==> src/common/cla_pkg.sv <==
package cla_pkg;

    // Datapath widths of the two-level lookahead adder.
    localparam int unsigned WORD_BITS  = 32; // Operand and result width.
    localparam int unsigned BLOCK_BITS = 4;  // Width of one first-level lookahead block.
    localparam int unsigned GROUP_BITS = 16; // Width of one second-level group of four blocks.

    // The status flags vector that travels with each result.
    localparam int unsigned FLAG_BITS = 4; // Carry, zero, negative and overflow.

    // Bit positions inside the flags vector.
    localparam int unsigned FLAG_CARRY    = 0; // Adder carry-out, for subtract 1 means no borrow.
    localparam int unsigned FLAG_ZERO     = 1; // Result is all zeros.
    localparam int unsigned FLAG_NEGATIVE = 2; // Copy of the result sign bit.
    localparam int unsigned FLAG_OVERFLOW = 3; // Signed two's-complement overflow.

endpackage

==> src/cla/cla_block4.sv <==
`timescale 1ns/1ps

module cla_block4
    import cla_pkg::*;
(
    input  logic [BLOCK_BITS-1:0] a,               // First addend slice.
    input  logic [BLOCK_BITS-1:0] b,               // Second addend slice.
    input  logic                  carry_in,        // Carry into bit 0, formed by the parent.
    output logic [BLOCK_BITS-1:0] sum,             // Sum slice.
    output logic                  group_propagate, // Block passes an incoming carry through.
    output logic                  group_generate   // Block creates a carry on its own.
);

    logic [BLOCK_BITS-1:0] gen;   // Per-bit generate, both inputs high.
    logic [BLOCK_BITS-1:0] prop;  // Per-bit propagate, inputs differ.
    logic [BLOCK_BITS-1:0] carry; // Carry into each bit position.

    assign gen  = a & b;         // A bit pair of ones always makes a carry.
    assign prop = a ^ b;         // Exactly one one lets a lower carry pass.

    // Internal carries are written out flat so that none waits on its neighbour.
    assign carry[0] = carry_in;  // Bit 0 sees the parent carry directly.
    assign carry[1] = gen[0]
                    | (prop[0] & carry_in); // Carry from bit 0 or passed through it.
    assign carry[2] = gen[1]
                    | (prop[1] & gen[0])
                    | (prop[1] & prop[0] & carry_in); // Two-bit lookahead term.
    assign carry[3] = gen[2]
                    | (prop[2] & gen[1])
                    | (prop[2] & prop[1] & gen[0])
                    | (prop[2] & prop[1] & prop[0] & carry_in); // Three-bit lookahead term.

    assign sum = prop ^ carry;   // Half-sum combined with the carry into each bit.

    // Group terms let the level above decide the carry out of this block.
    assign group_propagate = &prop; // All four bits propagate.
    assign group_generate  = gen[3]
                           | (prop[3] & gen[2])
                           | (prop[3] & prop[2] & gen[1])
                           | (prop[3] & prop[2] & prop[1] & gen[0]); // Carry born inside block.

endmodule

==> src/cla/cla_group16.sv <==
`timescale 1ns/1ps

module cla_group16
    import cla_pkg::*;
(
    input  logic [GROUP_BITS-1:0] a,               // First addend slice.
    input  logic [GROUP_BITS-1:0] b,               // Second addend slice.
    input  logic                  carry_in,        // Carry into the lowest block.
    output logic [GROUP_BITS-1:0] sum,             // Sum slice.
    output logic                  group_propagate, // Whole group passes a carry through.
    output logic                  group_generate   // Whole group creates a carry.
);

    localparam int unsigned NUM_BLOCKS = GROUP_BITS / BLOCK_BITS; // Four blocks per group.

    logic [NUM_BLOCKS-1:0] blk_prop;  // Group propagate reported by each block.
    logic [NUM_BLOCKS-1:0] blk_gen;   // Group generate reported by each block.
    logic [NUM_BLOCKS-1:0] blk_carry; // Carry handed into each block.

    // Second lookahead level, the carry into every block comes from block P/G only.
    assign blk_carry[0] = carry_in; // The lowest block takes the group carry unchanged.
    assign blk_carry[1] = blk_gen[0]
                        | (blk_prop[0] & carry_in); // Out of block 0.
    assign blk_carry[2] = blk_gen[1]
                        | (blk_prop[1] & blk_gen[0])
                        | (blk_prop[1] & blk_prop[0] & carry_in); // Out of blocks 0 and 1.
    assign blk_carry[3] = blk_gen[2]
                        | (blk_prop[2] & blk_gen[1])
                        | (blk_prop[2] & blk_prop[1] & blk_gen[0])
                        | (blk_prop[2] & blk_prop[1] & blk_prop[0] & carry_in); // Out of 0 to 2.

    // One block per four-bit slice, all fed in parallel.
    for (genvar i = 0; i < NUM_BLOCKS; i++) begin : g_block
        cla_block4 block (
            .a               (a[i*BLOCK_BITS +: BLOCK_BITS]),   // Slice of operand A.
            .b               (b[i*BLOCK_BITS +: BLOCK_BITS]),   // Slice of operand B.
            .carry_in        (blk_carry[i]),                    // Lookahead carry.
            .sum             (sum[i*BLOCK_BITS +: BLOCK_BITS]), // Slice of the sum.
            .group_propagate (blk_prop[i]),                     // Block propagate upward.
            .group_generate  (blk_gen[i])                       // Block generate upward.
        );
    end

    // Collapse the four block terms into one pair for the 32-bit level.
    assign group_propagate = &blk_prop; // Every block propagates.
    assign group_generate  = blk_gen[3]
                           | (blk_prop[3] & blk_gen[2])
                           | (blk_prop[3] & blk_prop[2] & blk_gen[1])
                           | (blk_prop[3] & blk_prop[2] & blk_prop[1] & blk_gen[0]); // Born here.

endmodule

==> src/cla/cla_adder32.sv <==
`timescale 1ns/1ps

module cla_adder32
    import cla_pkg::*;
(
    input  logic [WORD_BITS-1:0] a,         // First addend.
    input  logic [WORD_BITS-1:0] b,         // Second addend.
    input  logic                 carry_in,  // Carry into bit 0.
    output logic [WORD_BITS-1:0] sum,       // Full-width sum.
    output logic                 carry_out  // Carry out of bit 31.
);

    logic lo_prop;  // Low group propagate.
    logic lo_gen;   // Low group generate.
    logic hi_prop;  // High group propagate.
    logic hi_gen;   // High group generate.
    logic hi_carry; // Carry handed into the high group.

    // The low group works on bits 15 to 0 and gets the external carry.
    cla_group16 group_lo (
        .a               (a[GROUP_BITS-1:0]),   // Lower half of A.
        .b               (b[GROUP_BITS-1:0]),   // Lower half of B.
        .carry_in        (carry_in),            // Straight from the caller.
        .sum             (sum[GROUP_BITS-1:0]), // Lower half of the sum.
        .group_propagate (lo_prop),
        .group_generate  (lo_gen)
    );

    // Top lookahead level, no ripple through the low group's bits.
    assign hi_carry = lo_gen | (lo_prop & carry_in); // Carry across the 16-bit boundary.

    // The high group works on bits 31 to 16.
    cla_group16 group_hi (
        .a               (a[WORD_BITS-1:GROUP_BITS]),   // Upper half of A.
        .b               (b[WORD_BITS-1:GROUP_BITS]),   // Upper half of B.
        .carry_in        (hi_carry),                    // Lookahead carry from below.
        .sum             (sum[WORD_BITS-1:GROUP_BITS]), // Upper half of the sum.
        .group_propagate (hi_prop),
        .group_generate  (hi_gen)
    );

    // Carry out of the word, again formed from group terms only.
    assign carry_out = hi_gen
                     | (hi_prop & lo_gen)
                     | (hi_prop & lo_prop & carry_in); // Two-group lookahead.

endmodule

==> src/add_sub_unit.sv <==
`timescale 1ns/1ps

module add_sub_unit
    import cla_pkg::*;
(
    input  logic                 clk,       // Unit clock, all state on the rising edge.
    input  logic                 reset,     // Synchronous, active high.
    input  logic                 in_valid,  // Operands and subtract are valid this cycle.
    input  logic                 subtract,  // 1 selects A - B, 0 selects A + B.
    input  logic [WORD_BITS-1:0] operand_a, // First operand.
    input  logic [WORD_BITS-1:0] operand_b, // Second operand.
    output logic                 out_valid, // Result and flags belong to a new operation.
    output logic [WORD_BITS-1:0] result,    // Registered sum or difference.
    output logic [FLAG_BITS-1:0] flags      // Registered status flags.
);

    logic [WORD_BITS-1:0] operand_b_cond; // B as seen by the adder.
    logic [WORD_BITS-1:0] sum;            // Raw adder output.
    logic                 carry_out;      // Adder carry out of bit 31.
    logic                 sign_a;         // Sign of operand A.
    logic                 sign_b;         // Sign of the conditioned operand B.
    logic                 sign_sum;       // Sign of the raw sum.
    logic [FLAG_BITS-1:0] flags_next;     // Flags for the operation in flight.

    // Two's-complement subtract, A + ~B + 1, with the +1 entering as carry-in.
    assign operand_b_cond = subtract ? ~operand_b : operand_b; // Invert B for subtract.

    cla_adder32 adder0 (
        .a         (operand_a),      // A goes in unchanged.
        .b         (operand_b_cond), // Conditioned B.
        .carry_in  (subtract),       // Completes the negation of B.
        .sum       (sum),
        .carry_out (carry_out)
    );

    assign sign_a   = operand_a[WORD_BITS-1];      // A sign bit.
    assign sign_b   = operand_b_cond[WORD_BITS-1]; // Sign of what the adder actually adds.
    assign sign_sum = sum[WORD_BITS-1];            // Sign of the result.

    // Flags are decoded from the adder outputs before the register.
    always_comb begin
        flags_next                = '0;
        flags_next[FLAG_CARRY]    = carry_out;                              // No borrow on sub.
        flags_next[FLAG_ZERO]     = (sum == '0);                            // All result bits 0.
        flags_next[FLAG_NEGATIVE] = sign_sum;                               // Result is negative.
        flags_next[FLAG_OVERFLOW] = (sign_a == sign_b) && (sign_sum != sign_a); // Sign flipped.
    end

    // One pipeline stage, result and flags only move when an operation is taken.
    always_ff @(posedge clk) begin
        if (reset) begin
            out_valid <= 1'b0; // No operation in flight after reset.
            result    <= '0;   // Known result out of reset.
            flags     <= '0;   // Known flags out of reset.
        end else begin
            out_valid <= in_valid; // Valid pulse trails the input strobe by one cycle.
            if (in_valid) begin
                result <= sum;        // Capture the new result.
                flags  <= flags_next; // Capture its flags with it.
            end
        end
    end

    // The registered result must equal plain modulo 2^32 arithmetic on the taken operands.
    a_result_matches: assert property (
        @(posedge clk) disable iff (reset)
        in_valid |=> result == $past(subtract ? operand_a - operand_b
                                              : operand_a + operand_b)
    ) else $error("add_sub_unit result differs from modulo 2^32 arithmetic on the operands");

    // out_valid is exactly the input strobe delayed by one clock.
    a_valid_latency: assert property (
        @(posedge clk)
        !reset |=> out_valid == $past(in_valid)
    ) else $error("add_sub_unit out_valid does not follow in_valid by one cycle");

    // Nothing leaves the unit in the cycle right after a reset.
    a_valid_after_reset: assert property (
        @(posedge clk)
        reset |=> !out_valid
    ) else $error("add_sub_unit out_valid high right after reset");

endmodule

==> config.mk <==
export PLATFORM = sky130hd
export DESIGN_NAME = add_sub_unit
export DESIGN_NICKNAME = d
export VERILOG_FILES = /design/src/common/cla_pkg.sv /design/src/cla/cla_block4.sv /design/src/cla/cla_group16.sv /design/src/cla/cla_adder32.sv /design/src/add_sub_unit.sv
export SDC_FILE = /design/constraint.sdc
export NUM_CORES = 1
export LEC_CHECK = 0
export BUFFER_PORTS_ARGS = -buffer_cell sky130_fd_sc_hd__buf_4
export CAP_MARGIN = 20
export CORE_MARGIN = 2
export CORE_UTILIZATION = 40
export DETAILED_ROUTE_END_ITERATION = 10
export PLACE_DENSITY = 0.66
export SYNTH_ARGS = -nofsm -noshare
export SYNTH_HDL_FRONTEND = slang
export SYNTH_SLANG_ARGS = --single-unit
export TNS_END_PERCENT = 5
==> constraint.sdc <==
create_clock -name clk -period 13.65 [get_ports clk]
set_input_delay 2.73 -clock clk [delete_from_list [all_inputs] [get_ports clk]]
set_output_delay 2.73 -clock clk [all_outputs]
set_load 0.03 [all_outputs]
==> flow_metrics.py <==
metrics = {
    "status": {
        "status": "finished, final reports clean",
    },
    "route": {
        "vias": 2968,
        "drtIter0Drc": 89,
        "drt_pre_antenna_iters": 4,
        "ant_nets": 0,
        "detail_route.vias_per_cell": 5.235,
        "drt-total-wl_mm": 8.341,
        "drc": 0,
        "wl_per_cell_um": 14.71,
    },
    "placed_design": {
        "gp_congestion": 0.8584,
        "dp_cells": 559,
        "place_hpwl_mm": 6.851,
        "dp_slack_ns": 6.845,
        "port-buffer-count": 104,
    },
    "sta": {
        "worst_pin_slew_ns": 0.6216,
        "final_max_slew_viol_count": 0,
        "period_share_pct": 47.62,
        "finalCriticalPeriod_ns": 6.501,
        "max_slew_margin_pct": 58.56,
        "layout_setup_ws_ns": 7.149,
        "tns_ns": 0,
        "setup_viol_count_final": 0,
        "fmax_ghz": 0.1538,
        "rsz0062_at_grt": "false",
        "finalClockSkew_ns": 0,
        "final_hold_viol_count": 0,
    },
    "synthesis": {
        "yosysTopAreaCell": "dfxtp_1",
        "seq_area_frac_synth_pct": 22.84,
        "syn_area_per_cell_um2": 8.598,
        "synthesis.instances": 367,
        "yosys-top-cells-count": "nor2_1, xor2_1, dfxtp_1",
        "async_reset_ff_share_pct": 0,
        "yosysWarnings": 0,
        "netlist_top_cells_area": "dfxtp_1, ha_1, xor2_1, mux2i_1, nor2_1",
        "syn-cell-area_mm2": 0.003156,
        "post_synth_num_cell_types": 51,
        "synthFlopType": "dfxtp_1",
        "synth.top_cell.area_share_pct": 22.84,
        "synth_fp_nets": 474,
        "synth_seq_cells": 36,
        "synth.most_common_cell": "nor2_1",
        "synth_edf_count": 0,
    },
    "global_route": {
        "grt_max_degree": 50,
        "grt_pass1_vias": 2991,
        "antenna_found_initial": 0,
        "globalRouteMet1Util_pct": 26.75,
        "grt-ovfl-total": 0,
        "grt_pass1_wl_mm": 13.86,
        "grt_util_met3_pct": 3.906,
        "grt_use_total_pct": 20.04,
        "use_met2_pct": 34.48,
        "busiest_layer": "met2",
    },
    "worst_setup_path": {
        "start_kind": "input pin",
        "reg2reg_depth": 3,
        "r2r-end": "result[22]",
        "critical_path_class": "in -> reg",
        "cp_data_arrival_time_ns": 6.73,
        "worstPathCellList": "buf_4 > xor2_1 > ha_1 > a21o_1 > nand4_1 > a2111oi_2 > o31ai_2 > nand2_1 > a21oi_1 > fa_1 > nand4b_1 > nor4_1 > nand4b_1 > nor3_1 > nand4bb_1 > nor4_1 > nand4_1 > o21ai_1",
        "rr_startpoint": "result[22]",
        "slowest_delay_ns": 0.68,
        "worstPathMaxFanout": 35,
        "cp_slowest_cell": "a2111oi_2",
        "required_ns": 13.88,
        "r2r_slack_ns": 12.89,
        "critPathCaptureType": "flip-flop",
    },
    "hold_path": {
        "min_path_cells": 2,
        "holdCritStartpoint": "result[15]",
        "min_to": "result[15]",
        "hp-class": "reg -> reg",
    },
    "floorplan": {
        "initial_utilization_pct": 41.05,
        "dieArea_mm2": 0.008616,
        "fp.coreArea_mm2": 0.007687,
        "num_rows": 32,
        "die_x_um": 92.82,
        "dieHeight_um": 92.82,
        "ios": 105,
    },
    "cells_and_area": {
        "layout-drive-gt1-share_pct": 26.24,
        "fin_cells": 567,
        "synthToLayoutAreaGrowth_pct": 29.94,
        "final_nets": 571,
        "diodes": 0,
        "nFillCells": 761,
        "utilization_pct": 53.34,
    },
    "cts": {
        "cts_num_sinks": 36,
        "insertion_delay_ns": 0.28,
        "cts.repair.resized": 0,
        "hold_buffers": 0,
        "clkTransAtPathRegs_ns": 0.08,
        "cts_root_buffer": "clkbuf_8",
        "cts_buffers": 5,
        "cts_buffer_depth": 2,
        "cts_setup_buffers": 0,
        "cts_max_level": 2,
        "cts_tree": "done",
    },
    "pwr": {
        "ir_worst_vdd_mv": 0.04978,
        "power_mw": 0.4411,
        "p_leak_nw": 1.969,
        "powerDensity_mw_per_mm2": 107.6,
    },
    "run": {
        "maxCapViolCount": 0,
    },
}
metal layers:
layer,routed length [um],up-vias
li1,-,1503
met5,0,-
met3,442,5
met4,38,0
met1,3946,1383
met2,3914,77
cell type report:
| cell class | instances | area [um2] | share of cell area [%] |
|---|---|---|---|
| timing repair buffer | 104 | 780.7 | 19.04 |
| inverter | 21 | 78.83 | 1.922 |
| sequential | 36 | 720.7 | 17.58 |
| clock inverter | 1 | 7.507 | 0.1831 |
| multi-input combinational | 296 | 2298 | 56.06 |
| tap | 102 | 127.6 | 3.113 |
| clock buffer | 7 | 86.33 | 2.106 |
sequential cells by signal, indices dropped and copies added, names as in the netlist:
signal	count
flags	4
out_valid	1
result	31
per-stage QoR:
stage / hold slack (ns) / area (um2)
global route: 0.4978 / 4100
floorplan: 0.5905 / 3156
global placement: 0.4622 / 4006
detailed placement: 0.4696 / 4006
CTS: 0.4808 / 4100
finish: 0.4807 / 4100
kinds of logic after synthesis:
| family | after synthesis | synth area share (%) |
|---|---|---|
| AOI/OAI and AO/OA | 77 | 16.97 |
| xor gates and xnor gates | 53 | 14.71 |
| adders and majority gates | 39 | 17.13 |
| buffers and inverters | 35 | 4.322 |
| DFF | 36 | 22.84 |
| muxes | 23 | 7.296 |
| and+or+nand+nor | 104 | 16.73 |
cell usage in the layout (no fill, tap or decap), drive strengths merged, types with 6 or more instances in the layout:
master  count
dfxtp      36
a21o       11
o21ai      11
xnor2      16
mux2i      23
inv        21
buf       104
a21oi      23
or3         6
nor2       42
xor2       37
a211oi     12
fa          7
ha         32
clkbuf      7
nand4       6
nor3        7
nand2      11
how the worst max path moves through the flow:
stage / slack [ns] / end / startpoint / depth (start not counted)
CTS: 7.13 / flags[1] / subtract / 17
global route: 6.77 / flags[1] / subtract / 18
floorplan: 7.07 / flags[1] / subtract / 18
finish: 7.15 / flags[1] / subtract / 18
detailed placement: 6.85 / flags[1] / subtract / 17
global placement: 6.97 / flags[1] / subtract / 17
critical path, delay by kind of cell:
family,cells,cell delay (ns)
buffers and inverters,1,0.43
AOI/OAI and AO/OA,5,1.11
and+or+nand+nor,9,1.45
adders and majority gates,2,0.87
xor gates and xnor gates,1,0.13
power by group:
part / switching [mW] / internal, mW
logic: 0.134 / 0.0973
registers: 0.00788 / 0.119
clock network: 0.0419 / 0.0411
No activity file was read; power rests on OpenSTA's default activity.
